--- src/xv_pkg.sv ---
// shared widths, types, register numbers and interrupt bits for the video controller
`default_nettype none

package xv_pkg;

    // VRAM geometry
    localparam int VRAM_ADDR_W  = 10;               // 1024 words
    localparam int WORD_W       = 16;               // bus register and VRAM word width
    localparam int INTR_W       = 4;                // one bit per interrupt source

    typedef logic [WORD_W-1:0]      word_t;         // 16-bit data word
    typedef logic [VRAM_ADDR_W-1:0] addr_t;         // VRAM word address
    typedef logic [INTR_W-1:0]      intr_t;         // interrupt vector

    // interrupt bit assignment
    localparam int    INTR_BLIT_BIT = 1;            // blit fill done
    // bits only software can raise, everything except blit done
    localparam intr_t INTR_SW_BITS  = ~(intr_t'(1) << INTR_BLIT_BIT);

    // main register numbers (4-bit bus field)
    localparam logic [3:0] REG_INT_CTRL     = 4'h0; // mask (byte 0), status/clear (byte 1)
    localparam logic [3:0] REG_WR_ADDR      = 4'h1; // VRAM write pointer
    localparam logic [3:0] REG_DATA         = 4'h2; // VRAM data port
    localparam logic [3:0] REG_RD_ADDR      = 4'h3; // VRAM read pointer
    localparam logic [3:0] REG_BLIT_ADDR    = 4'h4; // fill start address
    localparam logic [3:0] REG_BLIT_COUNT   = 4'h5; // fill length minus one, commit starts
    localparam logic [3:0] REG_BLIT_VALUE   = 4'h6; // fill word
    localparam logic [3:0] REG_SYS_CTRL     = 4'h7; // blit busy, software interrupt

    // one VRAM request, same layout for every requester
    typedef struct packed {
        logic           sel;        // request active
        logic           wr;         // 1 = write, 0 = read
        logic [3:0]     wr_mask;    // nibble enables, bit 3 = high nibble
        addr_t          addr;       // word address
        word_t          data;       // write data
    } vram_req_t;

endpackage

`default_nettype wire

--- src/intr_ctrl.sv ---
// interrupt pending status and CPU interrupt strobe
`default_nettype none

module intr_ctrl (
    input  wire logic               clk,
    input  wire logic               reset_i,
    input  wire xv_pkg::intr_t      sw_intr_i,      // software signal from SYS_CTRL
    input  wire logic               blit_done_i,
    input  wire xv_pkg::intr_t      mask_i,
    input  wire xv_pkg::intr_t      clear_i,        // one-cycle clear strobe
    output xv_pkg::intr_t           status_o,       // pending, masked or not
    output logic                    bus_intr_o
);
    import xv_pkg::*;

    intr_t  intr_src;               // bits signalled this cycle

    always_comb begin
        intr_src = sw_intr_i & INTR_SW_BITS;
        intr_src[INTR_BLIT_BIT] = sw_intr_i[INTR_BLIT_BIT] | blit_done_i;  // shared bit
    end

    always_ff @(posedge clk) begin
        if (reset_i) begin
            status_o    <= '0;
            bus_intr_o  <= 1'b0;
        end else begin
            // pulse only for enabled bits that are newly pending
            bus_intr_o  <= |(intr_src & mask_i & ~status_o);
            status_o    <= (status_o | intr_src) & ~clear_i;
        end
    end

endmodule

`default_nettype wire

--- config.mk ---
export PLATFORM = sky130hd
export DESIGN_NAME = intr_ctrl
export DESIGN_NICKNAME = d
export VERILOG_FILES = /design/src/xv_pkg.sv /design/src/intr_ctrl.sv
export SDC_FILE = /design/constraint.sdc
export NUM_CORES = 1
export LEC_CHECK = 0
export ABC_AREA = 1
export BUFFER_PORTS_ARGS = -buffer_cell sky130_fd_sc_hd__buf_2
export CORE_AREA = 4 4 41 43
export DETAILED_ROUTE_END_ITERATION = 7
export DIE_AREA = 0 0 45 47
export PLACE_DENSITY_LB_ADDON = 0.15
export SKIP_LAST_GASP = 1
export SYNTH_ARGS = -nofsm -noshare
export SYNTH_HDL_FRONTEND = slang
export SYNTH_SLANG_ARGS = --single-unit
--- constraint.sdc ---
create_clock -name clk -period 0.9 [get_ports clk]
set_input_delay 0.18 -clock clk [delete_from_list [all_inputs] [get_ports clk]]
set_output_delay 0.18 -clock clk [all_outputs]
set_load 0.05 [all_outputs]
Yosys cells after proc, flatten, opt, wreduce, memory -nomap -nowiden
Index checks and enable logic that the tools add are counted.
Operators by class
  bitwise gates (word level): 7
  reductions and logical operators: 1
Operator list (count)
  AND 4 bit: 3
  inverter 4 bit: 2
  bitwise OR 4 bit: 1
  OR reduction 4 bit: 1
  bitwise OR 1 bit: 1
Word-level totals
  flip-flop bits (word level): 5
  bits of input ports: 15
  output and inout port bits: 5

Logic depth before layout (Yosys ltp)
  word-level depth: 4
  depth in mapped cells: 6

Worst setup path before layout
No wires, ideal clock.
  path type: register -> register
  from: register status_o[3]
  to: register bus_intr_o
  arrival: 942 ps
  setup time: 111 ps
  data required time: 789 ps
  buffers on the path: 0
  path slack: -154 ps
  cell stages (with the launch flop): 6
  clock period less this slack: 1054 ps
  cells stage by stage: dfxtp_1 -> inv_1 -> nand3_1 -> nand2_1 -> nor2_1 -> nor2_1
Between the ends
  word-level cells in the longest chain between the ends: 3
RTL lines
  from (decl): line intr_ctrl.sv:11  | output xv_pkg::intr_t status_o,
  from (signal assigned): line intr_ctrl.sv:30  | status_o <= (status_o | intr_src) & ~clear_i;
  inverter 4 bit: line intr_ctrl.sv:29  | bus_intr_o <= |(intr_src & mask_i & ~status_o);
  AND 4 bit: line intr_ctrl.sv:29
  OR reduction 4 bit: line intr_ctrl.sv:29
  to (signal assigned): line intr_ctrl.sv:29
  to (decl): line intr_ctrl.sv:12  | output logic bus_intr_o
Every way passes these cells.
A chain may end at the register's enable or synchronous reset.

Final worst setup path
  from: register status_o[1]
  to: output status_o[1]
No word-level cell between the ends.

==> impl_summary.md <==
Run status
The run finished, with violations left. The checks that failed: negative setup slack.

Worst setup path
The endpoint identified for the worst register-to-register timing path is bus_intr_o. STA puts the critical path data arrival time at 0.74 ns. The highest fanout seen on the critical path is 3. The largest single stage delay on the critical path is 0.35 ns. STA classifies the critical path endpoint as an output pin. The register-to-register path setup slack is 0.08 ns.

The cell count of the worst reg-to-reg path is 6. The critical path goes through buf_8. The startpoint of the worst register-to-register path is status_o[2]. The standard cell with the maximum stage delay on the critical path is sky130_fd_sc_hd__dfxtp_2.

The cell family contributing the most delay on the critical path is flip-flops. The element type at the critical path start is a flip-flop. Together, buffers and inverters on the worst path number 1. The critical setup path kind is reg2out. The required time of the critical path is 0.72 ns. In this run the number of cells on the critical path is 1.

Clock tree
The buffer levels on the longest clock path is 2. The clock tree from TritonCTS is done. Clock-pin slew was measured on the worst setup and hold paths at 0.05 ns. The root buffer cell chosen for the clock tree is sky130_fd_sc_hd__clkbuf_4.

Counting every sink on the clock net gives 5. CTS built an H-tree with a depth of 1. In this run, post-CTS hold repair placed 0 buffers. Buffers inserted during clock tree synthesis total 3.

The clock network latency to the later pin of the worst-skew pair is 0.24 ns.

Die
The core box area is 1301 um^2. The chip width is 45 um. The floorplan die height is 47 um. The initialized floorplan defines 13 standard-cell rows. The die covers 2115 um^2.

The effective utilization at floorplan is 0.1538. 20 I/O pins were placed.

Finish
With fillers left out, the area of the finished cells amounts to 411.6 um^2. From synthesis to final layout, the design area changed by 105.6%. Of the cells placed in the final design, the portion with a size suffix greater than 1 is 0.5660. Fill cells in the final layout number 157. The filler-free cell count of the finished design is 68.

The final cell utilization of the core is 0.3163. The net count of the finished layout is 69. The number of antenna cells inserted is 0.

STA
The number of pins with negative max-slew slack in the final report came to 0. The setup TNS is -0.02434 ns. The setup skew after layout is 0.005119 ns. Setup repair after global routing could not meet its margin everywhere. Derived from the worst setup path, the maximum achievable clock frequency is 1084 MHz. The time the final worst path needs with I/O delays and setup is 0.9228 ns. The number of hold violations in the final report came to 0. The worst hold slack is 0.08623 ns. For the pin with the worst max-slew slack, the measured transition is 0.1380 ns.

Across all setup checks in the final design, the least slack found is -0.02277 ns. The count of final setup violators is 3. The worst slew slack as a fraction of its limit is 0.9073. Dividing the final minimum period by the clock period gives 1.025.

Global route
In the global route stage, overall resource usage came out at 0.07431. For this run the aggregate overflow at the end of global routing stands at 0. The number of global-route vias before repair was 260. In the global route stage, met1 resource usage came out at 0.07517. The first global-routing pass estimated 1007 um of wire. The fraction of met2 tracks used by global routing is 0.1045. The pin count of the biggest net entering global routing is 6. The initial antenna violation count is 0.

The busiest layer in global routing is met4. In the global route stage, met3 resource usage came out at 0.02299.

Logic synthesis
The adder and majority gate portion of the synthesized area is 0. For this run, the number of Yosys warnings is 0. The dominant combinational cell family by area after synthesis is simple AND/OR/NAND/NOR gates. Summing every instance area after synthesis gives 200.2 um^2.

The count of state elements after synthesis is 5. The share of the Yosys chip area taken by registers is 0.5000. Of the total synthesized cell area, the portion taken by XOR and XNOR cells is 0. Counting every net in the synthesized netlist gives 43.

The complex-gate fraction of the synthesized area was 0. The fraction of the mapped netlist area in simple logic gates is 0.4063. After synthesis, the share of cell area in mux cells is 0. The mean post-synth cell area is 7.150 um^2. Synthesis produced a netlist whose cell count is 28. The distinct cell type count of the synthesized netlist is 8.

Hold path
The hold-critical path depth is 2. The endpoint with the worst hold slack is status_o[1]. The start point of the worst hold path is clear_i[1].

The kind of path behind the tightest hold check is in2reg.

Route
The number of antenna-violating nets in the routed design is 0. The routed wire length is 561 um. The DRC violation total after the first TritonRoute iteration is 6. The via density per instance is 3.765. The first TritonRoute pass finished after 4 iterations. The DRC violations left is 0.

The via count of the routed design is 256. After detailed routing, the average wire length per cell comes to 8.250 um.

Power
The largest voltage drop on the vdd net is 0.6189 mV. In this run the static leakage power is 0.2170 nW. The power per unit of standard cell area is 1612 nW/um^2.

Power comes to 0.6637 mW.

Place
Counting tap cells, the placed design contains a total of 62 instances. Detailed placement finished with a half-perimeter wire length of 454.1 um. The count of buffers added on input and output ports is 19. Summing all placed instances gives a cell area of 319.1 um^2. The congestion estimate from routability-driven global placement came to 0.6052. OpenSTA, run right after detailed placement, puts the worst setup slack at 0.1410 ns.

Flow run
Across the run, the number of max-cap violations was 0.
[state kept, by name (all words and copies together), names as in the netlist]
| name | count |
|---|---|
| status_o | 4 |
| bus_intr_o | 1 |
[worst reg2reg max path, stage by stage, from the launching register on]
cell and delay, ns:
sky130_fd_sc_hd__dfxtp_2 0.34, sky130_fd_sc_hd__buf_4 0.11, sky130_fd_sc_hd__inv_1 0.03, sky130_fd_sc_hd__nand3_1 0.05, sky130_fd_sc_hd__nand2_1 0.05, sky130_fd_sc_hd__nor2_1 0.08
sky130_fd_sc_hd__nor2_1 0.04
[area by class of cell]
type	count	area [um^2]	share of cell area
clock buffers	4	26.28	0.06383
inverters	5	18.77	0.04559
multi-input cells	18	81.33	0.1976
flip-flops and latches	5	106.4	0.2584
well taps	15	18.77	0.04559
repair buffers	21	160.2	0.3891
[Yosys cell counts, drive strengths merged]
| cell | n | area, um^2 |
|---|---|---|
| nor2 | 7 | 28.78 |
| dfxtp | 5 | 100.1 |
| inv | 5 | 18.77 |
| nand2 | 4 | 15.01 |
| nor3 | 4 | 20.02 |
| nand3 | 2 | 10.01 |
| nand3b | 1 | 7.510 |
[power by group]
part,switching [mW],total (mW),internal [mW],leakage [nW]
combinational,0.0796,0.155,0.0750,0.159
clock,0.0921,0.260,0.168,0.0150
sequential,0.0111,0.249,0.238,0.0430
total,0.183,0.664,0.481,0.217
[kinds of logic (layout without fill, tap and decap cells)]
group	count (synthesis)	count (layout)
flip-flops	5	5
AND/OR/NAND/NOR	18	18
buffers and inverters	5	30
[layer usage]
layer / wire length, um / share of wire
met1: 232 / 0.41
met2: 235 / 0.42
met3: 93 / 0.17
met4: 0 / 0
met5: 0 / 0
[repair_timing]
| action | 4_1_cts | 5_1_grt |
|---|---|---|
| setup buffers | 2 | 0 |
| pin swaps | 0 | 1 |
| resized for setup | 15 | 1 |
| endpoints found under the setup margin | 5 | 6 |
[placed cells by master (no fill, tap or decap), drive strengths merged]
master,n
nand3,2
nor2,7
clkbuf,4
inv,5
nor3,4
nand3b,1
buf,21
dfxtp,5
nand2,4
[worst max-delay path by stage]
stage / slack, ns / to / from
6_report: -0.02 / status_o[1] / status_o[1]
5_1_grt: -0.05 / status_o[1] / status_o[1]
4_1_cts: -0.04 / status_o[1] / status_o[1]
3_5_place_dp: 0.14 / status_o[1] / status_o[1]
3_3_place_gp: 0.14 / status_o[1] / status_o[1]
2_1_floorplan: 0.01 / bus_intr_o / status_o[3]
Note: power is estimated with default switching activity, not from simulation.
