`src/xv_pkg.sv`:
```
// shared widths, types, register numbers and interrupt bits for the video controller
`default_nettype none

package xv_pkg;

    // VRAM geometry
    localparam int VRAM_ADDR_W  = 10;               // 1024 words
    localparam int WORD_W       = 16;               // bus register and VRAM word width
    localparam int INTR_W       = 4;                // one bit per interrupt source

    typedef logic [WORD_W-1:0]      word_t;         // 16-bit data word
    typedef logic [VRAM_ADDR_W-1:0] addr_t;         // VRAM word address
    typedef logic [INTR_W-1:0]      intr_t;         // interrupt vector

    // interrupt bit assignment
    localparam int    INTR_BLIT_BIT = 1;            // blit fill done
    // bits only software can raise, everything except blit done
    localparam intr_t INTR_SW_BITS  = ~(intr_t'(1) << INTR_BLIT_BIT);

    // main register numbers (4-bit bus field)
    localparam logic [3:0] REG_INT_CTRL     = 4'h0; // mask (byte 0), status/clear (byte 1)
    localparam logic [3:0] REG_WR_ADDR      = 4'h1; // VRAM write pointer
    localparam logic [3:0] REG_DATA         = 4'h2; // VRAM data port
    localparam logic [3:0] REG_RD_ADDR      = 4'h3; // VRAM read pointer
    localparam logic [3:0] REG_BLIT_ADDR    = 4'h4; // fill start address
    localparam logic [3:0] REG_BLIT_COUNT   = 4'h5; // fill length minus one, commit starts
    localparam logic [3:0] REG_BLIT_VALUE   = 4'h6; // fill word
    localparam logic [3:0] REG_SYS_CTRL     = 4'h7; // blit busy, software interrupt

    // one VRAM request, same layout for every requester
    typedef struct packed {
        logic           sel;        // request active
        logic           wr;         // 1 = write, 0 = read
        logic [3:0]     wr_mask;    // nibble enables, bit 3 = high nibble
        addr_t          addr;       // word address
        word_t          data;       // write data
    } vram_req_t;

endpackage

`default_nettype wire

```
`src/blit_fill.sv`:
```
// fill engine writing one value to a counted run of VRAM words
`default_nettype none

module blit_fill (
    input  wire logic               clk,
    input  wire logic               reset_i,
    input  wire logic               start_i,        // one-cycle start strobe
    input  wire xv_pkg::addr_t      addr_i,         // first word
    input  wire xv_pkg::word_t      count_i,        // words minus one
    input  wire xv_pkg::word_t      value_i,        // fill word
    input  wire logic               ack_i,          // write accepted this cycle
    output xv_pkg::vram_req_t       blit_req_o,
    output logic                    busy_o,
    output logic                    done_o          // one-cycle completion pulse
);
    import xv_pkg::*;

    addr_t      ptr;            // next word to write
    word_t      remain;         // words left after the current one
    word_t      value;
    logic       last_ack;

    assign last_ack = busy_o && ack_i && (remain == '0);

    // request held until acked, full nibble mask
    always_comb begin
        blit_req_o          = '0;
        blit_req_o.sel      = busy_o;
        blit_req_o.wr       = 1'b1;
        blit_req_o.wr_mask  = 4'hF;
        blit_req_o.addr     = ptr;
        blit_req_o.data     = value;
    end

    // parameters and walking pointer
    always_ff @(posedge clk) begin
        if (start_i && !busy_o) begin
            ptr     <= addr_i;
            remain  <= count_i;
            value   <= value_i;
        end else if (busy_o && ack_i) begin
            ptr     <= ptr + 1'b1;          // wraps at end of VRAM
            remain  <= remain - 16'd1;
        end
    end

    always_ff @(posedge clk) begin
        if (reset_i) begin
            busy_o  <= 1'b0;
            done_o  <= 1'b0;
        end else begin
            done_o  <= last_ack;            // falls with busy
            if (start_i && !busy_o) begin
                busy_o <= 1'b1;
            end else if (last_ack) begin
                busy_o <= 1'b0;
            end
        end
    end

endmodule

`default_nettype wire

```
`config.mk`:
```
export PLATFORM = sky130hd
export DESIGN_NAME = blit_fill
export DESIGN_NICKNAME = d
export VERILOG_FILES = /design/src/xv_pkg.sv /design/src/blit_fill.sv
export SDC_FILE = /design/constraint.sdc
export NUM_CORES = 1
export LEC_CHECK = 0
export BUFFER_PORTS_ARGS = -buffer_cell sky130_fd_sc_hd__buf_2
export CAP_MARGIN = 20
export CORE_ASPECT_RATIO = 1.75
export CORE_UTILIZATION = 50
export CTS_CLUSTER_SIZE = 24
export DETAILED_ROUTE_END_ITERATION = 8
export GPL_TIMING_DRIVEN = 1
export HOLD_SLACK_MARGIN = 0.05
export PLACE_DENSITY = 0.91
export SLEW_MARGIN = 40
export SYNTH_ARGS = -nofsm -noshare
export SYNTH_HDL_FRONTEND = slang
export SYNTH_SLANG_ARGS = --single-unit
```
`constraint.sdc`:
```
create_clock -name clk -period 3.5 [get_ports clk]
set_clock_uncertainty 0.1 [all_clocks]
set_input_delay 0.525 -clock clk [delete_from_list [all_inputs] [get_ports clk]]
set_output_delay 0.525 -clock clk [all_outputs]
set_load 0.02 [all_outputs]
```
==> Yosys cells after proc, flatten, opt, wreduce, memory -nomap -nowiden <==
Cells that the tools add are included.
Widths: inputs -> output; s select.
{ "op_classes": {"n_mux": 6, "addsub": 2, "reduce_logical": 7} }
{ "ops": {"columns": ["operator", "count"], "rows": [
  ["$mux 16", 2],
  ["$mux 10", 2],
  ["$logic_not 16->1", 1],
  ["$sub 16x1->16 const B", 1],
  ["$add 10x1->10 const B", 1],
  ["$reduce_bool 2->1", 2],
  ["$logic_and 1x1->1", 3],
  ["$mux 1", 2],
  ["$logic_not 1->1", 1]
]} }
{ "word_totals": {"input_bits": 46, "regBits": 44, "out_inout_bits": 34, "elab_cells": 20} }

==> Depth between registers and ports, before layout <==
Gate-level depths: netlist of the first run.
{ "logic_depth": {"word_depth": 4, "ltp_mapped": 6, "depth_no_buf": 6} }

==> Worst setup path before layout of the first run <==
No wires, ideal clock.
{ "synth_timing": {"kind": "reg2reg", "start": "register busy_o", "end": "register ptr[0], enable pin", "setup_ns": 0.438, "path_buffers": 1, "period_less_slack_ns": 2.004, "path_slack_ns": 1.496, "required_ns": 2.962, "path_stages_with_launch": 4, "arrival_time_ns": 1.466, "cell_sequence": "dfxtp_1 nand2b_1 clkbuf_1 nand2_1"} }
{ "synth_between": {"elab_chain_len": 3} }
{ "synth_lines": {"columns": ["element", "line", "source"], "rows": [
  ["from (decl)", "blit_fill.sv:13", "output logic busy_o,"],
  ["from (signal assigned)", "blit_fill.sv:49", "busy_o <= 1'b0;"],
  ["from (signal assigned)", "blit_fill.sv:54", "busy_o <= 1'b1;"],
  ["from (signal assigned)", "blit_fill.sv:56", "busy_o <= 1'b0;"],
  ["$logic_not 1->1", "blit_fill.sv:37", "if (start_i && !busy_o) begin"],
  ["$logic_and 1x1->1", "blit_fill.sv:37", null],
  ["$reduce_bool 2->1 (no source line) (*)", null, null],
  ["to (signal assigned)", "blit_fill.sv:38", "ptr <= addr_i;"],
  ["to (signal assigned)", "blit_fill.sv:42", "ptr <= ptr + 1'b1;"],
  ["to (decl)", "blit_fill.sv:18", "addr_t ptr;"]
]} }
Every way passes the cells marked *; elsewhere a longest branch is shown, timed or not.
A chain may end at the register's enable or synchronous reset.

==> Worst setup path after layout of the first run <==
{ "layout_timing": {"start": "register busy_o", "end": "register ptr[2], data pin"} }
{ "layout_between": {"elab_chain_len": 3} }
{ "layout_lines": {"columns": ["element", "line"], "rows": [
  ["$logic_not 1->1", "blit_fill.sv:37"],
  ["$logic_and 1x1->1", "blit_fill.sv:37"],
  ["$mux 10", "blit_fill.sv:37"]
]} }
No other way between the ends.

==> results of run 1 <==
[state kept, by name (all words and copies together), names as in the netlist]
| register | flops |
|---|---|
| busy_o | 1 |
| done_o | 1 |
| ptr | 10 |
| remain | 16 |
| value | 16 |
[cell usage in the layout (no fill, tap or decap), drive strengths merged]
cell	synthesis	routed
conb	1	5
nor2b	2	2
nor2	11	11
ha	2	2
bufinv	0	2
buf	6	76
clkbuf	5	5
a31oi	1	1
inv	4	4
xor2	11	11
nor4	4	4
o31ai	1	1
nand3b	1	1
edfxtp	42	42
nand3	5	5
nor3b	1	1
o31a	1	1
and3	1	1
nand2	32	32
a21oi	4	4
nand4	3	3
nor3	6	6
nand2b	1	1
o21ai	20	20
xnor2	9	9
nand4b	1	1
dfxtp	2	2
or4	1	1
[layer usage]
| metal | part of all wire (%) | vias up |
|---|---|---|
| met4 | 2.3 | 0 |
| met1 | 36 | 729 |
| li1 | - | 773 |
| met5 | 0 | - |
| met2 | 55 | 83 |
| met3 | 7.3 | 10 |
[cells in the mapped netlist, types with 2 or more instances]
master / n
nand2_1: 32
a21oi_1: 4
nand3_1: 4
nor4_1: 3
o21ai_0: 20
nor3_1: 5
edfxtp_1: 42
xnor2_1: 9
nand4_1: 3
nor2b_1: 2
clkbuf_1: 5
buf_4: 6
xor2_1: 11
dfxtp_1: 2
ha_1: 2
inv_1: 4
nor2_1: 11
[worst max path at each step]
stage	startpoint	endpoint	slack, ns
floorplan	busy_o	ptr[0]	1.50
global placement	start_i	ptr[6]	1.17
detailed placement	start_i	ptr[2]	1.07
CTS	busy_o	ptr[2]	1.28
global route	busy_o	ptr[4]	1.08
finish	busy_o	ptr[2]	1.30
[metrics by stage]
| stage | hold slack, ns | power [W] | util [%] |
|---|---|---|---|
| floorplan | 0.455 | 0.000822 | - |
| global placement | 0.417 | 0.000884 | 62.8 |
| detailed placement | 0.417 | 0.000895 | 62.8 |
| CTS | 0.285 | 0.00133 | 66.1 |
| global route | 0.290 | 0.00138 | 66.1 |
| finish | 0.289 | 0.00133 | 66.1 |
[layout make-up]
class                           count  area (um^2)  area share [%]
Clock inverter                      2         60.1            2.31
Clock buffer                        5         68.8            2.64
Multi-Input combinational cell    123          714            27.4
Timing Repair Buffer               76          385            14.8
Sequential cell                    44         1300            50.0
Tap cell                           48         60.1            2.31
Inverter                            4         15.0           0.576
[power by group]
part / leakage [nW] / internal, W / total, W / switching [W]
Clock: 0.0642 / 0.000281 / 0.000446 / 0.000165
Combinational: 0.552 / 0.0000789 / 0.000198 / 0.000120
Sequential: 0.423 / 0.000641 / 0.000686 / 0.0000451
[cells by family (layout without fill, tap and decap cells)]
kind of cell | count (synthesis) | count (layout) | share of synthesized area (%)
AND/OR/NAND/NOR | 69 | 69 | 17.0
flip-flops | 44 | 44 | 62.6
XOR/XNOR | 20 | 20 | 8.42
AO/OA/AOI/OAI | 27 | 27 | 6.86
buffers and inverters | 15 | 87 | 3.79
adder cells (fa/ha/maj) | 2 | 2 | 1.20
other | 1 | 5 | 0.180
==> metrics.cfg, run 1 <==
[worst_setup_path]
cp_cell_sequence=nand2b_1 -> inv_1 -> buf_4 -> o21ai_0
crit_required_ns=3.44
rr_endpoint=ptr[2]
slowest_stage=inv_1
rrSetupSlack_ns=1.30
cp_max_fo=30
start_kind=flip-flop
path_delay_family=buffers and inverters
arrival_ns=2.14
r2r-start=busy_o
path_depth=4
cp-end-kind=flip-flop
crit_type=flip-flop to flip-flop
r2r_cells=4
path_buf_inv=2
cpPeakStageDelay_ns=0.58

[cts]
holdBufCountCts=0
post_cts_buffers=0
cts_root_buffer=clkbuf_8
clockBufferDepth=2
clock_latency_ns=0.29
cts_tree=yes
post_cts_resized=0
cts_sinks=44
cts_buffers=5
htreeDepth=2
clk_pin_slew_worst_paths_ns=0.08

[place]
dp.cells=295
port-buffer-count=74
place_area_um2=2480
pre_cts_ws_ns=1.07
dp_hpwl_um=3200
gp_congestion=0.859

[synthesis]
synth_area_um2=2080
synth_async_sr_flop_share_pct=0
yosys_warnings=0
synth.distinct_cells=30
yosysSeqAreaShare_pct=62.6
ys.flop_type=edfxtp_1
yosysTopAreaCell=edfxtp_1
synth_area_leaders=edfxtp_1 (61%), nand2_1 (5.8%), o21ai_0 (4.8%)
yosys_register_bits=44
synth_edf_count=42
yosysTopAreaCellShare_pct=60.6
syn_avg_cell_area_um2=11.7
synthCells=178

[power_and_ir_drop]
power.density_nw_per_um2=511
p_leak_nw=1.04
max-vdd-ir-drop_mv=0.525

[global_routing]
grt_usage_pct=21.5
grt-busiest-layer=met2
grt_pass1_wl_um=6940
grt_pass1_vias=1583
grt_max_degree=31
met3_usage_pct=6.28
grtUsageMet2_pct=38.2
grt_overflow=0
antenna_found_initial=0
use_met1_pct=22.1

[detailed_routing]
drc=0
vias_per_cell=5.28
wl_um=4290
drtPass1Iterations=4
vias=1595
wl_per_cell_um=14.2
drtIter0Drc=49
ant_nets=0

[outcome]
status=finished clean

[sta]
timing.fmax_mhz=454
setup_tns_ns=0
report.final.hold_viol_count=0
slew_headroom_pct=57.1
finalSetupViolations=0
setup_ws_ns=1.30
tightestPinTransition_ns=0.642
slew_violations=0
rsz0062_at_grt=no
period_share_pct=62.9
fin_crit_ns=2.20

[floorplan]
die_h_um=87.3
fp-row-count=30
core_um2=3940
die_w_um=50.8
die_area_um2=4430
initial_core_util_pct=52.8
io-pin-count=80

[cells_and_area]
fin_cells=302
diodes=0
final_nets=302
area_delta_synth_final_pct=25.3
drive_gt1_share_pct=34.3
final_area_um2=2610
fill_cells=308

[worst_hold_path]
hold_end=done_o
hp-start=reset_i
whs_path_depth=2
min_path_type=input pin to flip-flop

[run]
drv_cap=0

Note: power is estimated with default switching activity, not from simulation.
==> run 2: changes to the inputs <==
Settings changed: CORE_UTILIZATION 50 to 48, PLACE_DENSITY 0.91 to 0.89.
Clock period 3.5 ns to 2.3 ns, I/O delays scaled along.
==> run 2 against run 1 <==
  * Via count stayed put
  * First-iteration DRC count is 24% lower
  * Global-route usage shrank 1.2 points
  * Largest cell class unchanged
  * Register-to-register slack got worse by 1.0 ns
  * Combinational power increased by 56%
==> metrics.cfg, run 2 (same netlist as run 1, synthesis figures left out) <==
[cts]
clock_latency_ns=0.29
cts_buffers=5
clk_pin_slew_worst_paths_ns=0.08
clockBufferDepth=2
post_cts_resized=0
post_cts_buffers=0
cts_root_buffer=clkbuf_8
cts_sinks=44
htreeDepth=2
holdBufCountCts=0
cts_tree=yes

[sta]
timing.fmax_mhz=492
tightestPinTransition_ns=0.544
report.final.hold_viol_count=0
fin_crit_ns=2.03
rsz0062_at_grt=no
setup_tns_ns=0
period_share_pct=88.3
slew_headroom_pct=63.5
worst_hold_slack_ns=0.123
finalSetupViolations=0
slew_violations=0

[place]
dp_hpwl_um=3200
port-buffer-count=74
dp.cells=299
gp_congestion=0.885

[cells_and_area]
drive_gt1_share_pct=35.0
diodes=0
area_delta_synth_final_pct=26.4
fill_cells=353
final_nets=305
final_common_cell=buf_2
fin_cells=306
reg.largest.list=remain: 16 flops, value: 16 flops, ptr: 10 flops
final_cell_mix=buf_2 (74), edfxtp_1 (42), nand2_1 (32)

[detailed_routing]
vias_per_cell=5.21
drtIter0Drc=37
vias=1595
wl_per_cell_um=14.1
drc=0
wl_um=4310
ant_nets=0
drtPass1Iterations=4

[global_routing]
grt_max_degree=33
grt_pass1_vias=1508
grt_usage_pct=20.2
grt_overflow=0
antenna_found_initial=0
grt_pass1_wl_um=6740

[worst_setup_path]
cp_max_fo=6
crit_type=flip-flop to flip-flop
cp-end-kind=flip-flop
crit_required_ns=2.43
arrival_ns=2.16
start_kind=flip-flop

[power_and_ir_drop]
power.density_nw_per_um2=774
max-vdd-ir-drop_mv=0.640
p_leak_nw=1.05

[floorplan]
core_um2=4150
io-pin-count=80
die_area_um2=4610
die_w_um=51.8
die_h_um=89.1
initial_core_util_pct=50.1
fp-row-count=31

[worst_hold_path]
min_path_type=input pin to flip-flop

[outcome]
status=finished clean

[run]
drv_cap=0

==> run 2: cell count changes in the layout (fill, tap and decap cells not counted) <==
cell,change
buf_4,+3
==> run 2: path summary, 6_finish.rpt <==
path	depth (start not counted)	end	start	slack, ns
max	6	done_o	remain[0]	0.27
max reg2reg	6	done_o	remain[0]	0.27
min reg2reg	2	busy_o	busy_o	0.45
min	2	done_o	reset_i	0.12
==> run 2: per-layer routing <==
metal	GRT usage (%)	part of all wire (%)	routed length, um	vias to the layer above
li1	-	-	-	777
met1	22.5	37	1590	724
met4	8.85	2.3	101	0
met5	0	0	0	-
met2	36.4	53	2290	84
met3	4.25	7.6	326	10
==> run 2: worst max-delay path: stages, from the launching register on <==
cell,delay [ns]
edfxtp_1,0.48
inv_1,0.12
ha_1,0.18
nor3b_2,0.40
nand3_1,0.18
nor4_1,0.35
nor2b_1,0.16
==> run 2: area by class of cell <==
cell class | count | area, um^2 | area share (%)
clock inverter | 2 | 60.1 | 2.28
sequential | 44 | 1300 | 49.5
timing repair buffer | 79 | 408 | 15.5
tap | 49 | 61.3 | 2.33
clock buffer | 5 | 68.8 | 2.62
inverter | 4 | 15.0 | 0.571
multi-input combinational | 123 | 714 | 27.2
==> run 2: per-stage QoR <==
stage	util, %	power, W	setup slack, ns	instance area (um^2)
floorplan	-	0.00125	0.296	2090
global placement	60.2	0.00135	0.394	2500
detailed placement	60.2	0.00137	0.283	2500
global route	63.3	0.00211	0.0492	2630
CTS	63.3	0.00205	0.257	2630
finish	63.3	0.00204	0.269	2630
==> run 2: power by group <==
part	internal, W	switching (W)	leakage, nW
Combinational	0.000125	0.000184	0.567
Sequential	0.000975	0.0000694	0.423
Clock	0.000427	0.000255	0.0642
Total	0.00153	0.000508	1.05
==> run 3: changes to the inputs <==
Settings changed: CORE_ASPECT_RATIO 1.75 to not set.
==> run 3 against run 2 <==
  * Critical path depth is the same
  * Utilization shrank 0.052 points
  * Worst hold slack lost 0.0073 ns
  * Critical endpoint unchanged
==> metrics.cfg, run 3 (same netlist as run 1, synthesis figures left out) <==
[detailed_routing]
drtIter0Drc=96
drc=0
wl_um=4240
ant_nets=0
vias=1565
drtPass1Iterations=4
wl_per_cell_um=13.9
vias_per_cell=5.11

[power_and_ir_drop]
max-vdd-ir-drop_mv=0.404
p_leak_nw=1.02
power.density_nw_per_um2=708

[cts]
holdBufCountCts=0
clock_latency_ns=0.30
cts_sinks=44
htreeDepth=2
post_cts_buffers=0
clk_pin_slew_worst_paths_ns=0.08
clockBufferDepth=2
post_cts_resized=0
cts_tree=yes
cts_buffers=5
cts_root_buffer=clkbuf_8

[worst_setup_path]
path_buf_inv=1
crit_required_ns=2.43
cp-end-kind=flip-flop
cp_max_fo=6
cp_cell_sequence=inv_1 -> ha_1 -> nor3b_2 -> nand3_1 -> nor4_1 -> nor2b_1
slowest_stage=edfxtp_1
path_delay_family=simple AND/OR/NAND/NOR gates
arrival_ns=2.16
cpPeakStageDelay_ns=0.48
start_kind=flip-flop
crit_type=flip-flop to flip-flop

[sta]
timing.fmax_mhz=493
setup_tns_ns=0
slew_violations=0
period_share_pct=88.1
setup_ws_ns=0.273
finalSetupViolations=0
fin_crit_ns=2.03
report.final.hold_viol_count=0
rsz0062_at_grt=no
slew_headroom_pct=63.4
tightestPinTransition_ns=0.545

[global_routing]
antenna_found_initial=0
grt_overflow=0
grt_usage_pct=19.6
grt-busiest-layer=met2
use_met1_pct=24.8
grt_pass1_wl_um=6530
grt_pass1_vias=1465
grt_max_degree=57
met3_usage_pct=3.17
grtUsageMet2_pct=33.0

[place]
pre_cts_ws_ns=0.293
gp_congestion=0.840
dp_hpwl_um=3070
port-buffer-count=74

[cells_and_area]
area_delta_synth_final_pct=24.4
final_cell_mix=buf_2 (74), edfxtp_1 (42), nand2_1 (32)
drive_gt1_share_pct=34.4
reg.largest.list=remain: 16 flops, value: 16 flops, ptr: 10 flops
diodes=0
final_common_cell=buf_2
final_nets=303

[outcome]
status=finished clean

[floorplan]
initial_core_util_pct=50.9
fp-row-count=23
die_w_um=67.8
die_area_um2=4600
die_h_um=67.8
core_um2=4090
io-pin-count=80

[worst_hold_path]
min_path_type=input pin to flip-flop

[run]
drv_cap=0

run 3: per-layer routing:
layer / wire length, um / vias up
met5: 0 / -
met4: 85 / 0
met3: 153 / 10
met2: 2160 / 45
met1: 1840 / 735
li1: - / 775
run 3: path summary, 6_finish.rpt:
check,start,end,slack [ns],depth (start not counted)
worst max-delay path,remain[0],done_o,0.27,6
worst min-delay path,value_i[6],value[6],0.12,1
worst max register to register,remain[0],done_o,0.27,6
worst min register to register,busy_o,busy_o,0.44,2
run 3: through the flow:
step	instance area (um^2)	utilization, %	power (W)	std cells	hold WS [ns]
2_1_floorplan	2090	-	0.00125	182	0.317
3_3_place_gp	2500	61.1	0.00135	298	0.422
3_5_place_dp	2500	61.1	0.00137	298	0.423
4_1_cts	2590	63.3	0.00185	306	0.108
5_1_grt	2590	63.3	0.00192	306	0.0999
6_report	2590	63.3	0.00183	306	0.116
run 3: cell type report:
type                       instances  area, um^2
clock inverter                     3        18.8
sequential                        44        1300
tap                               50        62.6
fill                             353        1500
timing repair buffer              77         405
inverter                           4        15.0
multi-input combinational        123         714
clock buffer                       5        68.8
run 3: report_power, final:
| group | switching [W] | leakage, nW | total (W) | internal [W] |
|---|---|---|---|---|
| Sequential | 0.0000680 | 0.423 | 0.00104 | 0.000975 |
| Combinational | 0.000182 | 0.561 | 0.000307 | 0.000125 |
| Clock | 0.000272 | 0.0378 | 0.000482 | 0.000210 |
