`src/xv_pkg.sv`:
```
// shared widths, types, register numbers and interrupt bits for the video controller
`default_nettype none

package xv_pkg;

    // VRAM geometry
    localparam int VRAM_ADDR_W  = 10;               // 1024 words
    localparam int WORD_W       = 16;               // bus register and VRAM word width
    localparam int INTR_W       = 4;                // one bit per interrupt source

    typedef logic [WORD_W-1:0]      word_t;         // 16-bit data word
    typedef logic [VRAM_ADDR_W-1:0] addr_t;         // VRAM word address
    typedef logic [INTR_W-1:0]      intr_t;         // interrupt vector

    // interrupt bit assignment
    localparam int    INTR_BLIT_BIT = 1;            // blit fill done
    // bits only software can raise, everything except blit done
    localparam intr_t INTR_SW_BITS  = ~(intr_t'(1) << INTR_BLIT_BIT);

    // main register numbers (4-bit bus field)
    localparam logic [3:0] REG_INT_CTRL     = 4'h0; // mask (byte 0), status/clear (byte 1)
    localparam logic [3:0] REG_WR_ADDR      = 4'h1; // VRAM write pointer
    localparam logic [3:0] REG_DATA         = 4'h2; // VRAM data port
    localparam logic [3:0] REG_RD_ADDR      = 4'h3; // VRAM read pointer
    localparam logic [3:0] REG_BLIT_ADDR    = 4'h4; // fill start address
    localparam logic [3:0] REG_BLIT_COUNT   = 4'h5; // fill length minus one, commit starts
    localparam logic [3:0] REG_BLIT_VALUE   = 4'h6; // fill word
    localparam logic [3:0] REG_SYS_CTRL     = 4'h7; // blit busy, software interrupt

    // one VRAM request, same layout for every requester
    typedef struct packed {
        logic           sel;        // request active
        logic           wr;         // 1 = write, 0 = read
        logic [3:0]     wr_mask;    // nibble enables, bit 3 = high nibble
        addr_t          addr;       // word address
        word_t          data;       // write data
    } vram_req_t;

endpackage

`default_nettype wire

```
`src/bus_regs.sv`:
```
// byte-lane CPU register file with VRAM pointers, read buffer and control strobes
`default_nettype none

module bus_regs (
    input  wire logic               clk,
    input  wire logic               reset_i,
    input  wire logic               bus_cs_n_i,     // access strobe, active low
    input  wire logic               bus_rd_nwr_i,   // 1 = read
    input  wire logic [3:0]         bus_reg_num_i,
    input  wire logic               bus_bytesel_i,  // 0 = high byte, 1 = low byte
    input  wire logic [7:0]         bus_data_i,
    output logic      [7:0]         bus_data_o,
    input  wire xv_pkg::word_t      vram_data_i,    // registered VRAM read word
    input  wire logic               blit_busy_i,
    input  wire xv_pkg::intr_t      intr_status_i,
    output xv_pkg::vram_req_t       regs_req_o,
    output logic                    blit_start_o,
    output xv_pkg::addr_t           blit_addr_o,
    output xv_pkg::word_t           blit_count_o,
    output xv_pkg::word_t           blit_value_o,
    output xv_pkg::intr_t           intr_mask_o,
    output xv_pkg::intr_t           intr_clear_o,
    output xv_pkg::intr_t           sw_intr_o
);
    import xv_pkg::*;

    logic           wr_hi;          // byte 0 write, latch only
    logic           commit;         // byte 1 write, whole word
    logic           rd_acc;         // any read
    logic           blit_go;        // accepted fill start
    logic [7:0]     hi_byte;
    logic [1:0]     rd_pend;        // read request age, buffer loads from bit 1
    word_t          wr_word;
    word_t          wr_addr;
    word_t          rd_addr;
    word_t          rd_next;
    word_t          rd_buf;
    word_t          blit_addr;
    word_t          rd_word;

    assign wr_hi    = ~bus_cs_n_i & ~bus_rd_nwr_i & ~bus_bytesel_i;
    assign commit   = ~bus_cs_n_i & ~bus_rd_nwr_i & bus_bytesel_i;
    assign rd_acc   = ~bus_cs_n_i & bus_rd_nwr_i;
    assign wr_word  = {hi_byte, bus_data_i};
    assign rd_next  = rd_addr + 16'd1;
    // start ignored while busy or while a start is still in flight
    assign blit_go  = commit && (bus_reg_num_i == REG_BLIT_COUNT) && !blit_busy_i && !blit_start_o;
    assign blit_addr_o = blit_addr[VRAM_ADDR_W-1:0];    // upper bits unused

    // read word mux, byte picked at the strobe
    always_comb begin
        case (bus_reg_num_i)
            REG_INT_CTRL:   rd_word = {4'h0, intr_mask_o, 4'h0, intr_status_i};
            REG_WR_ADDR:    rd_word = wr_addr;
            REG_DATA:       rd_word = rd_buf;
            REG_RD_ADDR:    rd_word = rd_addr;
            REG_BLIT_ADDR:  rd_word = blit_addr;
            REG_BLIT_COUNT: rd_word = blit_count_o;
            REG_BLIT_VALUE: rd_word = blit_value_o;
            REG_SYS_CTRL:   rd_word = {15'h0, blit_busy_i};   // busy in bit 0
            default:        rd_word = '0;
        endcase
    end

    // data-path registers
    always_ff @(posedge clk) begin
        if (wr_hi) begin
            hi_byte <= bus_data_i;                  // held until the byte 1 commit
        end
        if (rd_pend[1]) begin
            rd_buf <= vram_data_i;                  // two cycles after the read request
        end
        if (commit && bus_reg_num_i == REG_BLIT_ADDR) begin
            blit_addr <= wr_word;
        end
        if (commit && bus_reg_num_i == REG_BLIT_VALUE) begin
            blit_value_o <= wr_word;
        end
        if (blit_go) begin
            blit_count_o <= wr_word;                // valid together with the start strobe
        end
    end

    // control state, pointers and strobes
    always_ff @(posedge clk) begin
        if (reset_i) begin
            bus_data_o      <= 8'h00;
            regs_req_o      <= '0;
            blit_start_o    <= 1'b0;
            intr_mask_o     <= '0;
            intr_clear_o    <= '0;
            sw_intr_o       <= '0;
            wr_addr         <= '0;
            rd_addr         <= '0;
            rd_pend         <= '0;
        end else begin
            regs_req_o.sel  <= 1'b0;                // request lasts one cycle
            blit_start_o    <= blit_go;
            intr_clear_o    <= '0;
            sw_intr_o       <= '0;
            rd_pend         <= {rd_pend[0], 1'b0};

            if (wr_hi && bus_reg_num_i == REG_INT_CTRL) begin
                intr_mask_o <= bus_data_i[3:0];     // mask takes effect on byte 0
            end

            if (commit) begin
                case (bus_reg_num_i)
                    REG_INT_CTRL: intr_clear_o <= bus_data_i[3:0];
                    REG_WR_ADDR:  wr_addr <= wr_word;
                    REG_DATA: begin
                        regs_req_o <= '{sel: 1'b1, wr: 1'b1, wr_mask: 4'hF,
                                        addr: wr_addr[VRAM_ADDR_W-1:0], data: wr_word};
                        wr_addr <= wr_addr + 16'd1; // auto increment
                    end
                    REG_RD_ADDR: begin
                        rd_addr     <= wr_word;
                        regs_req_o  <= '{sel: 1'b1, wr: 1'b0, wr_mask: 4'h0,
                                         addr: wr_word[VRAM_ADDR_W-1:0], data: '0};
                        rd_pend[0]  <= 1'b1;        // prefetch from the new pointer
                    end
                    REG_SYS_CTRL: sw_intr_o <= bus_data_i[3:0];
                    default: ;
                endcase
            end

            if (rd_acc) begin
                bus_data_o <= bus_bytesel_i ? rd_word[7:0] : rd_word[15:8];
                if (bus_bytesel_i && bus_reg_num_i == REG_DATA) begin
                    rd_addr     <= rd_next;         // low byte read advances
                    regs_req_o  <= '{sel: 1'b1, wr: 1'b0, wr_mask: 4'h0,
                                     addr: rd_next[VRAM_ADDR_W-1:0], data: '0};
                    rd_pend[0]  <= 1'b1;
                end
            end
        end
    end

endmodule

`default_nettype wire

```
`config.mk`:
```
export PLATFORM = sky130hd
export DESIGN_NAME = bus_regs
export DESIGN_NICKNAME = d
export VERILOG_FILES = /design/src/xv_pkg.sv /design/src/bus_regs.sv
export SDC_FILE = /design/constraint.sdc
export NUM_CORES = 1
export LEC_CHECK = 0
export ABC_AREA = 1
export BUFFER_PORTS_ARGS = -buffer_cell sky130_fd_sc_hd__buf_2
export CAP_MARGIN = 10
export CORE_AREA = 8 8 137 139
export CTS_CLUSTER_DIAMETER = 150
export DETAILED_ROUTE_END_ITERATION = 10
export DIE_AREA = 0 0 145 147
export PLACE_DENSITY = 0.75
export SKIP_LAST_GASP = 1
export SYNTH_ARGS = -nofsm -noshare
export SYNTH_HDL_FRONTEND = slang
export SYNTH_SLANG_ARGS = --single-unit
```
`constraint.sdc`:
```
create_clock -name clk -period 4.4 [get_ports clk]
set_clock_uncertainty 0.05 [all_clocks]
set_input_delay 0.22 -clock clk [delete_from_list [all_inputs] [get_ports clk]]
set_output_delay 0.22 -clock clk [all_outputs]
set_load 0.01 [all_outputs]
```
# Word level (Yosys, flattened, before mapping)
# Cells that the tools add are included.
dict set report classes {
  addsub 2
  n_mul 0
  div 0
  n_lt_le_gt_ge 0
  n_eq_ne 7
  n_shift 0
  mux 15
  n_bitwise 10
  n_reduce_logical 14
}
# cell n
set ops {}
lappend ops {{16-bit one-hot mux with 8 select lines} 1}
lappend ops {{32-bit 2-to-1 mux} 3}
lappend ops {{16-bit 2-to-1 mux} 4}
lappend ops {{32-bit one-hot mux with 2 select lines} 1}
lappend ops {{16-bit by 1-bit adder with 16-bit output (second input constant)} 2}
lappend ops {{16-bit one-hot mux with 2 select lines} 1}
lappend ops {{4-bit by 3-bit equality test with 1-bit output (second input constant)} 4}
lappend ops {{4-bit by 2-bit equality test with 1-bit output (second input constant)} 2}
lappend ops {{8-bit 2-to-1 mux} 1}
lappend ops {{1-bit logical AND} 7}
lappend ops {{1-bit inverter} 6}
lappend ops {{3-bit OR reduction} 2}
lappend ops {{1-bit bitwise AND} 4}
lappend ops {{4-bit by 1-bit equality test with 1-bit output (second input constant)} 1}
lappend ops {{4-bit zero test} 1}
lappend ops {{1-bit 2-to-1 mux} 4}
lappend ops {{1-bit zero test} 2}
lappend ops {{2-bit AND reduction} 1}
lappend ops {{2-bit nonzero test} 1}
dict set report totals {
  regBits 159
  latchBits 0
  ram_bits 0
  romBits 0
  out_inout_bits 95
  word_cells 66
  n_memories 0
}

# Depth between registers and ports, before layout
# Gate-level depths: netlist of the first run.
dict set report depth {
  depth_word 6
  depth_mapped 10
  mapped_depth_nobuf 10
}

# Least setup slack after synthesis of the first run
# No wires, ideal clock.
dict set report synth_timing {
  kind {input -> register}
  startpoint {in bus_rd_nwr_i}
  endpoint {reg blit_count_o[0] (enable)}
  arrival_time_ns 1.362
  slack_ns 2.599
  path_stages 5
  n_path_buf 0
  path_cell_list {nor2_1 > nand2_1 > inv_1 > nand2_1 > nor2_1}
}
dict set report synth_via {
  elab_chain_cells 6
}
# element line_no
set synth_lines {}
lappend synth_lines {{start, declared} bus_regs.sv:8} ;# input wire logic bus_rd_nwr_i,
lappend synth_lines {{1-bit inverter} bus_regs.sv:42} ;# assign commit = ~bus_cs_n_i & ~bus_rd_nwr_i & bus_bytesel_i;
lappend synth_lines {{1-bit bitwise AND (2 in series)} bus_regs.sv:42}
lappend synth_lines {{1-bit logical AND (3 in series)} bus_regs.sv:47} ;# assign blit_go = commit && (bus_reg_num_i == REG_BLIT_COUNT) && !blit_busy_i && !blit_start_o;
lappend synth_lines {{via blit_go} bus_regs.sv:30} ;# logic blit_go;
lappend synth_lines {{end signal, assigned} bus_regs.sv:80} ;# blit_count_o <= wr_word;
lappend synth_lines {{end, declared} bus_regs.sv:19} ;# output xv_pkg::word_t blit_count_o,
# The timed path passes the listed nets, and every way through them passes these cells.
# A chain may end at the register's enable or synchronous reset.

# Worst setup path after layout of the first run
dict set report layout_timing {
  startpoint {in bus_reg_num_i[3]}
  endpoint {reg regs_req_o[23] (netlist bit)}
}
dict set report layout_via {
  elab_chain_cells 5
  word_cells_on_any_way 7
  cone_classes {eq/ne: 2; mux: 4; reduce/logical: 1}
}
# element line_no
set layout_lines {}
lappend layout_lines {{start, declared} bus_regs.sv:9} ;# input wire logic [3:0] bus_reg_num_i,
lappend layout_lines {{4-bit by 2-bit equality test with 1-bit output, on equally long branches} {bus_regs.sv:108, bus_regs.sv:129}}
lappend layout_lines {{32-bit one-hot mux with 2 select lines} bus_regs.sv:108} ;# case (bus_reg_num_i)
lappend layout_lines {{32-bit 2-to-1 mux} bus_regs.sv:107} ;# if (commit) begin
lappend layout_lines {{32-bit 2-to-1 mux} bus_regs.sv:129} ;# if (bus_bytesel_i && bus_reg_num_i == REG_DATA) begin
lappend layout_lines {{32-bit 2-to-1 mux (*)} bus_regs.sv:127} ;# if (rd_acc) begin
lappend layout_lines {{end signal, assigned} bus_regs.sv:112} ;# regs_req_o <= '{sel: 1'b1, wr: 1'b1, wr_mask: 4'hF,
lappend layout_lines {{end signal, assigned} bus_regs.sv:118} ;# regs_req_o <= '{sel: 1'b1, wr: 1'b0, wr_mask: 4'h0,
lappend layout_lines {{end signal, assigned} bus_regs.sv:131} ;# regs_req_o <= '{sel: 1'b1, wr: 1'b0, wr_mask: 4'h0,
lappend layout_lines {{end, declared} bus_regs.sv:16} ;# output xv_pkg::vram_req_t regs_req_o,
# Mark *: on every way between the ends. The rest lies on a longest branch, timed or not.

==> results of run 1 <==
[path summary, 6_finish.rpt]
path / startpoint / end / slack (ns) / cells after the start
worst max-delay path: bus_reg_num_i[3] / regs_req_o[23] / 1.88 / 8
worst min-delay path: bus_data_i[3] / hi_byte[3] / 0.03 / 1
worst max register to register: wr_addr[1] / wr_addr[8] / 2.56 / 8
worst min register to register: rd_pend[0] / rd_pend[1] / 0.36 / 2
[logic make-up after synthesis]
kind of cell / synth area share, %
fa+ha+maj: 0.341
xor+xnor: 0.597
compound gates: 9.69
simple gates: 28.5
buf+inv: 7.63
flops: 53.3
[per-layer routing]
metal | GRT usage, % | wire (um) | part of all wire [%]
met1 | 30.0 | 10100 | 40
met2 | 36.7 | 11300 | 45
met3 | 6.15 | 2830 | 11
met4 | 10.8 | 897 | 3.6
met5 | 0 | 13 | 0.052
[cells in the final DEF, fill, tap and decap left out, drive strengths merged, types with 13 or more instances in the layout]
cell,Yosys,final
buf,36,141
nor2,141,141
edfxtp,72,72
clkbuf,13,17
nand3,120,120
nor3,13,13
dlygate4sd3,0,16
nand2,197,197
o21ai,42,42
a21oi,52,52
dfxtp,87,87
inv,73,82
a22oi,16,16
[sequential cells by signal, indices dropped and copies added, names as in the netlist]
name and flops:
regs_req_o 32, blit_addr 16, blit_count_o 16, blit_value_o 16
rd_addr 16, rd_buf 16, wr_addr 16, bus_data_o 8
hi_byte 8, intr_clear_o 4, intr_mask_o 4, sw_intr_o 4
rd_pend 2, blit_start_o 1
[timing repair]
| item | in CTS | in global routing |
|---|---|---|
| buffers inserted | 0 | 0 |
| hold endpoints to repair | 16 | 0 |
| gates resized for setup | 0 | 0 |
| hold buffers | 16 | 0 |
[power groups by stage]
stage               logic (uW)  registers (uW)  clock network (uW)
global placement           156            1610                   0
global route               189            1570                1530
finish                     174            1570                1480
CTS                        170            1570                1470
floorplan                 89.8            1600                   0
detailed placement         158            1610                   0
[worst max-delay path, delay by kind of cell]
family / cells / cell delay (ns)
AND/OR/NAND/NOR: 4 / 1.20
AO/OA/AOI/OAI: 1 / 0.22
buffers and inverters: 3 / 1.10
[through the flow]
stage	total power [uW]	cell area [sq um]
6_report	3220	8820
5_1_grt	3290	8820
4_1_cts	3220	8820
3_5_place_dp	1760	8070
3_3_place_gp	1760	8060
2_1_floorplan	1690	7330
[area by class of cell]
cell class	count	area, sq um
flip-flops and latches	159	3900
clock inverters	15	165
multi-input cells	622	2870
fillers	1554	7940
well taps	225	282
clock buffers	17	425
inverters	75	283
repair buffers	157	888
==> run metrics, run 1 <==
CTS tree done; Synth cell types 35; max-slew violation count 0; worst slack at placement around 1.5 ns; mapped cell area ~0.0073 sq mm; Initial Util 43.8%; pwr/cell area ~370 mW/mm^2; max_cap viols 0; EDFF count, synth 72; Reg power frac between 40% and 50%; ANT cells 0; Hold WC Path Type in2reg; run status finished clean; nets 1,072; Tmin final 2.52 ns; Clk pwr share 45.8%; Clk Tree Root Cell clkbuf_16; clk slew on worst S/H paths approximately 0.080 ns; Min Hold Slack 0.0342 ns; period utilization between 50% and 60%; Detailed Route WL roughly 25,000 um; layout cells sized above 1 18.5%; DIE AREA about 0.021 sq mm; sw power between 800 and 900 uW; Yosys top cell area share about 29%; crit path DAT about 2.8 ns; crit start category input port; number of synthesized register bits around 160; cell accounting for the most synthesized area edfxtp_1; # DRC 0; P_leak between 0.003 and 0.004 uW; Slew headroom between 30% and 40%; synthesized instance count approximately 910; worst slew pin tran approximately 0.9 ns; Logic pwr share about 5.4%; first-pass GRT wire length between 30,000 and 40,000 um; RSZ-0062 raised after global routing no; delay of the slowest cell on the worst path between 0.5 and 0.6 ns; Die Height 147 um; DR vias approximately 7,100; switching share of total power 26.5%; CP Capture Type flop; deepest level of the CTS H-tree 4; clock buffer depth 2; vias in the first global route roughly 7,000; most frequent cell after synthesis nand2_1; CP Max Fanout 38; clock sinks roughly 160; Overflow after GRT 0; worst setup margin between 1.5 and 2 ns; VDD IR max 0.000305 V; DIE WIDTH approximately 150 um; I/O pins ~130; post-route insts no fill 1,270; Cell Int Power 2370 uW; DRT iter0 DRCs between 800 and 900; Placer Congestion approximately 0.94; Yosys warnings 0; Port-buffer cells ~130; crit path kind in2reg; largest net degree at the start of global routing 39; Post-synth ARST share 0%; Crit path required time 4.64 ns; Highest Clock Rate roughly 0.4 GHz; Critical Path Most Common Cell nor2_2; vias per cell around 5.6; Final setup viols 0; global-route usage over all layers a little under a quarter; hpwl dp roughly 18,000 um; post-synthesis sequential area ratio approximately 53%; wire length per cell 19.8 um; Num CTS Buffers 17; clk_lat worst skew 0.45 ns; final core utilization approximately 53%; cell count after placement approximately 1,200; final hold vios 0; Routed Antenna Nets 0; CP cell instances buf_2 > nor2_2 > buf_4 > nand2_2 > nor3_4 > nor2_2 > inv_1 > o21ai_0; initial antenna violation count 1; CORE AREA about 0.017 sq mm; site row count between 40 and 50; Area contributors post-synth edfxtp_1 29%, dfxtp_1 24%, nand2_1 9.9%; Mean Syn Cell Area between 8 and 9 sq um; Critical-path top delay cell inv_1; P&R area growth vs syn 20.3%; drt pass-1 iters 5; syn nets around 950; Top FF cell, synth dfxtp_1; Synth top cells by count 194 x nand2_1, 133 x nor2_1, 119 x nand3_1; final setup TNS 0 ns
(Power assumes the default switching activity.)
==> run 2: changes to the inputs <==
Settings changed: PLACE_DENSITY 0.75 to 0.77.
Clock period 4.4 ns to 2.2 ns, I/O delays scaled along.
==> run 2 against run 1 <==
Against the previous run: register-to-register slack got worse by 2.3 ns; worst setup slack worse by 1.6 ns; worst hold slack worse by 0.0045 ns; count of clock-buffer cells in the layout up 1; sequential cell count unchanged; design area increased by 2.2%; critical path depth fell by 1; global-route usage fell by 0.61 points; clock power is 95% higher; wire length is 0.39% lower; largest cell class unchanged; largest power group unchanged; highest routed layer is now met4.
==> run metrics, run 2 (synthesized netlist as in run 1, its figures left out) <==
run status finished clean; Logic pwr share ~5.7%; DIE WIDTH between 100 and 150 um; worst setup margin 0.293 ns; deepest level of the CTS H-tree 4; crit path DAT approximately 2.2 ns; worst slew pin tran 0.631 ns; period utilization between 80% and 90%; Highest Clock Rate 0.524 GHz; total power roughly 6400 uW; wire length per cell 19.4 um; site row count 48; CORE AREA 0.0168 sq mm; most frequent cells in the layout 194 x nand2_1, 133 x nor2_1, 132 x buf_2; Clk Tree Root Cell clkbuf_16; Filler Cells Inserted approximately 1,600; FF-to-FF path depth 7; DRT iter0 DRCs a little under 1,000; ANT cells 0; Routed Antenna Nets 0; Detailed Route WL roughly 25,000 um; worst slack at placement 0.345 ns; CP Max Fanout 5; Multi-input gate area roughly 0.0029 sq mm; # DRC 0; CTS tree done; global-route usage over all layers 22.9%; sw power roughly 1600 uW; clk_lat worst skew roughly 0.44 ns; Crit path required time between 2 and 2.5 ns; crit start category flop; Num CTS Buffers 17; crit path kind reg2reg; Reg area ~0.0039 sq mm; final hold vios 0; clk slew on worst S/H paths approximately 0.07 ns; drt pass-1 iters 6; Hold WC Path Type in2reg; vias per cell 5.59; Worst Setup EP wr_addr[8]; RSZ-0062 raised after global routing no; VDD IR max 0.000614 V; vias in the first global route slightly below 7,000; initial antenna violation count 0; Overflow after GRT 0; P&R area growth vs syn 22.9%; Die Height 147 um; Final setup viols 0; Reg power frac roughly half; Cell Int Power 4770 uW; first-pass GRT wire length approximately 38,000 um; nets around 1,100; clock buffer depth 2; Hold Path Origin bus_data_i[5]; CP Capture Type flop; largest net degree at the start of global routing 36; DR vias 7,236; final setup TNS 0 ns; setup bufs post-CTS 0; Design Area, Final 0.00901 sq mm; clock sinks between 150 and 200; Placer Congestion 0.958; max-slew violation count 0; Clk pwr share a little under half; Slew headroom a little under three fifths; max FFs per register 32; reg2reg setup slack between 0.2 and 0.3 ns; Reg-to-Reg Start wr_addr[4]; max_cap viols 0; P_leak around 0.0038 uW; DIE AREA between 0.02 and 0.025 sq mm; FF-to-FF End wr_addr[8]; Initial Util between 40% and 50%; pwr/cell area about 710 mW/mm^2; Tmin final 1.91 ns; I/O pins around 130; layout cells sized above 1 about a fifth; Worst setup startpoint wr_addr[4]; Port-buffer cells around 130; Top reg by flops regs_req_o; hpwl dp 17,900 um; Min Hold Slack just under 0.03 ns; switching share of total power 25.4%; most common cell after layout, fill and taps aside nand2_1; area post-placement ~0.0082 sq mm
[run 2: changes by cell type in the layout (fill, tap and decap cells not counted), sizes merged]
cell	delta
dlygate4sd3	+8
buf	+17
clkbuf	+1
inv	+1
clkinv	-2
[run 2: worst min path at each step]
stage	slack (ns)	depth (start not counted)	end
3_5_place_dp	0.24	1	rd_buf[13]
3_3_place_gp	0.24	1	rd_buf[15]
2_1_floorplan	0.16	0	blit_addr[0]
5_1_grt	0.01	1	blit_value_o[5]
6_report	0.03	1	blit_addr[5]
4_1_cts	0.03	1	blit_addr[5]
[run 2: stage by stage]
step                      cells  utilization (%)
final                      1295             53.8
after floorplan             905                -
after global placement     1239             48.9
after detailed placement   1239             48.9
after CTS                  1295             53.8
after global routing       1295             53.8
[run 2: routing by layer]
metal	vias to the layer above	track usage, %	routed length (um)
met2	524	35.7	11300
li1	3331	-	-
met4	0	7.84	691
met3	62	6.98	3240
met1	3319	29.7	9860
met5	-	0	0
[run 2: cell type report]
type / instances / area share [%]
clock inverter: 14 / 1.54
multi-input combinational: 622 / 31.8
tap: 225 / 3.12
inverter: 75 / 3.14
timing repair buffer: 182 / 12.2
sequential: 159 / 43.3
clock buffer: 18 / 4.87
[run 2: worst max-delay path, cell delays in order (launching register included)]
cell     delay [ns]
dfxtp_1        0.50
inv_1          0.15
nor3_1         0.56
nand2_1        0.17
nand3_1        0.12
nand2_1        0.06
nor3_1         0.13
nor2_1         0.05
[run 2: power by group through the flow]
stage / Sequential (uW) / Clock, uW / Combinational, uW
after global placement: 3210 / 0 / 321
after CTS: 3140 / 2900 / 361
final: 3150 / 2880 / 368
after detailed placement: 3210 / 0 / 324
after floorplan: 3190 / 0 / 180
after global routing: 3140 / 3020 / 396
[run 2: repair_timing]
action	4_1_cts	5_1_grt
resized for setup	0	0
hold endpoints to repair	49	0
hold buffers	24	0
==> run 3: changes to the inputs <==
Settings changed: REMOVE_ABC_BUFFERS set to 1.
==> run 3 against run 2 <==
Against the previous run: sequential power about the same; non-clock buffer count rose by 2; sequential cell count stayed put; sequential share of layout area down 0.20 points; global-route usage fell by 0.69 points; via count is 1.7% lower; utilization up 0.25 points; highest routed layer unchanged.
==> run metrics, run 3 (synthesized netlist as in run 1, its figures left out) <==
run status finished clean; Placer Congestion around 0.94; Resized cells post-CTS 0; max FFs per register 32; largest net degree at the start of global routing 30; crit path DAT between 2 and 2.5 ns; DIE AREA between 0.02 and 0.025 sq mm; CP Max Fanout 7; period utilization about four fifths; Crit path required time ~2.5 ns; most frequent cells in the layout 194 x nand2_1, 133 x nor2_1, 132 x buf_2; setup bufs post-CTS 0; ANT cells 0; layer with the highest usage met2; final hold vios 0; hpwl dp 17,300 um; P_leak approximately 0.0039 uW; final core utilization 54.0%; met3 GRT Util 6.34%; vias in the first global route 6,650; CTS tree done; initial antenna violation count 0; max_cap viols 0; total power 6480 uW; Top reg by flops regs_req_o; P&R area growth vs syn 23.5%; I/O pins around 130; Initial Util 43.8%; area post-placement between 0.008 and 0.009 sq mm; clk slew on worst S/H paths around 0.07 ns; Slew headroom 58.8%; DRT iter0 DRCs 855; pwr/cell area between 700 and 800 mW/mm^2; deepest level of the CTS H-tree 4; Final setup viols 0; Min Hold Slack 0.0699 ns; # DRC 0; Hold WC Path Type in2reg; global-route usage over all layers 22.2%; DR vias slightly above 7,000; vias per cell between 5 and 6; crit start category flop; Highest Clock Rate about 0.56 GHz; RSZ-0062 raised after global routing no; layout cells sized above 1 19.6%; CORE AREA approximately 0.017 sq mm; drt pass-1 iters 6; Detailed Route WL 24,000 um; met2 usage between 30% and 40%; worst slew pin tran between 0.6 and 0.7 ns; wire length per cell about 18 um; most common cell after layout, fill and taps aside nand2_1; site row count 48; clock buffer depth 2; nets ~1,100; Global Route met1 Usage around 29%; Filler Cells Inserted between 1,500 and 2,000; clock sinks ~160; Die Height 147 um; VDD IR max ~0.00055 V; Num CTS Buffers 17; max-slew violation count 0; CP Capture Type flop; first-pass GRT wire length 37,200 um; crit path kind reg2reg; Clk Tree Root Cell clkbuf_16; Port-buffer cells about 130; Design Area, Final between 0.009 and 0.01 sq mm; Overflow after GRT 0; Tmin final 1.79 ns; DIE WIDTH about 150 um; Routed Antenna Nets 0; clk_lat worst skew roughly 0.44 ns
==> run 3: cell types whose count changed in the layout (fill, tap and decap cells not counted), sizes merged <==
cell         before  now
clkinv            5    3
inv              83   85
buf             158  159
bufinv            0    1
clkbuf           18   17
dlygate4sd3      24   25
==> run 3: timing repair <==
item / 4_1_cts / 5_1_grt
endpoints found under the hold margin: 53 / 0
hold buffers: 25 / 0
setup endpoints to repair: 0 / 0
==> run 3: through the flow <==
step                cells  TNS [ns]  setup WS (ns)
finish               1297         0          0.412
floorplan             856    -20.70         -0.376
detailed placement   1240         0          0.299
CTS                  1297         0          0.441
global route         1297         0          0.220
global placement     1240         0          0.341
==> run 3: where the power goes <==
group          total [uW]  internal (uW)  leakage [uW]  switching, uW
sequential           3140           3110       0.00135           32.8
combinational         373            131       0.00222            242
clock                2970           1620      0.000291           1350
==> run 3: path summary, 6_finish.rpt <==
check | from | end | slack, ns | depth (start not counted)
setup reg to reg | rd_addr[4] | rd_addr[15] | 0.41 | 8
hold reg to reg | rd_pend[0] | rd_pend[1] | 0.36 | 2
setup / recovery | rd_addr[4] | rd_addr[15] | 0.41 | 8
hold / removal | bus_reg_num_i[3] | bus_data_o[3] | 0.07 | 4
==> run 3: layout make-up <==
cell class / count / area, sq um / share of cell area (%)
clock inverter: 15 / 164 / 1.81
multi-input combinational: 622 / 2870 / 31.7
inverter: 75 / 283 / 3.12
sequential: 159 / 3900 / 43.1
clock buffer: 17 / 425 / 4.70
timing repair buffer: 184 / 1130 / 12.4
tap: 225 / 282 / 3.11
==> run 3: metal layers <==
layer | routed length [um] | part of all wire, % | vias up
li1 | - | - | 3334
met5 | 0 | 0 | -
met2 | 10800 | 45 | 415
met1 | 10000 | 42 | 3327
met4 | 398 | 1.7 | 0
met3 | 2730 | 11 | 38
==> run 3: critical path: stages (launching register included) <==
cell	delay [ns]
dfxtp_1	0.54
nand2_1	0.11
nor2_1	0.14
nand3b_1	0.16
nor2_1	0.36
nand2_1	0.09
nand2_1	0.07
nand3_1	0.06
a21oi_1	0.14
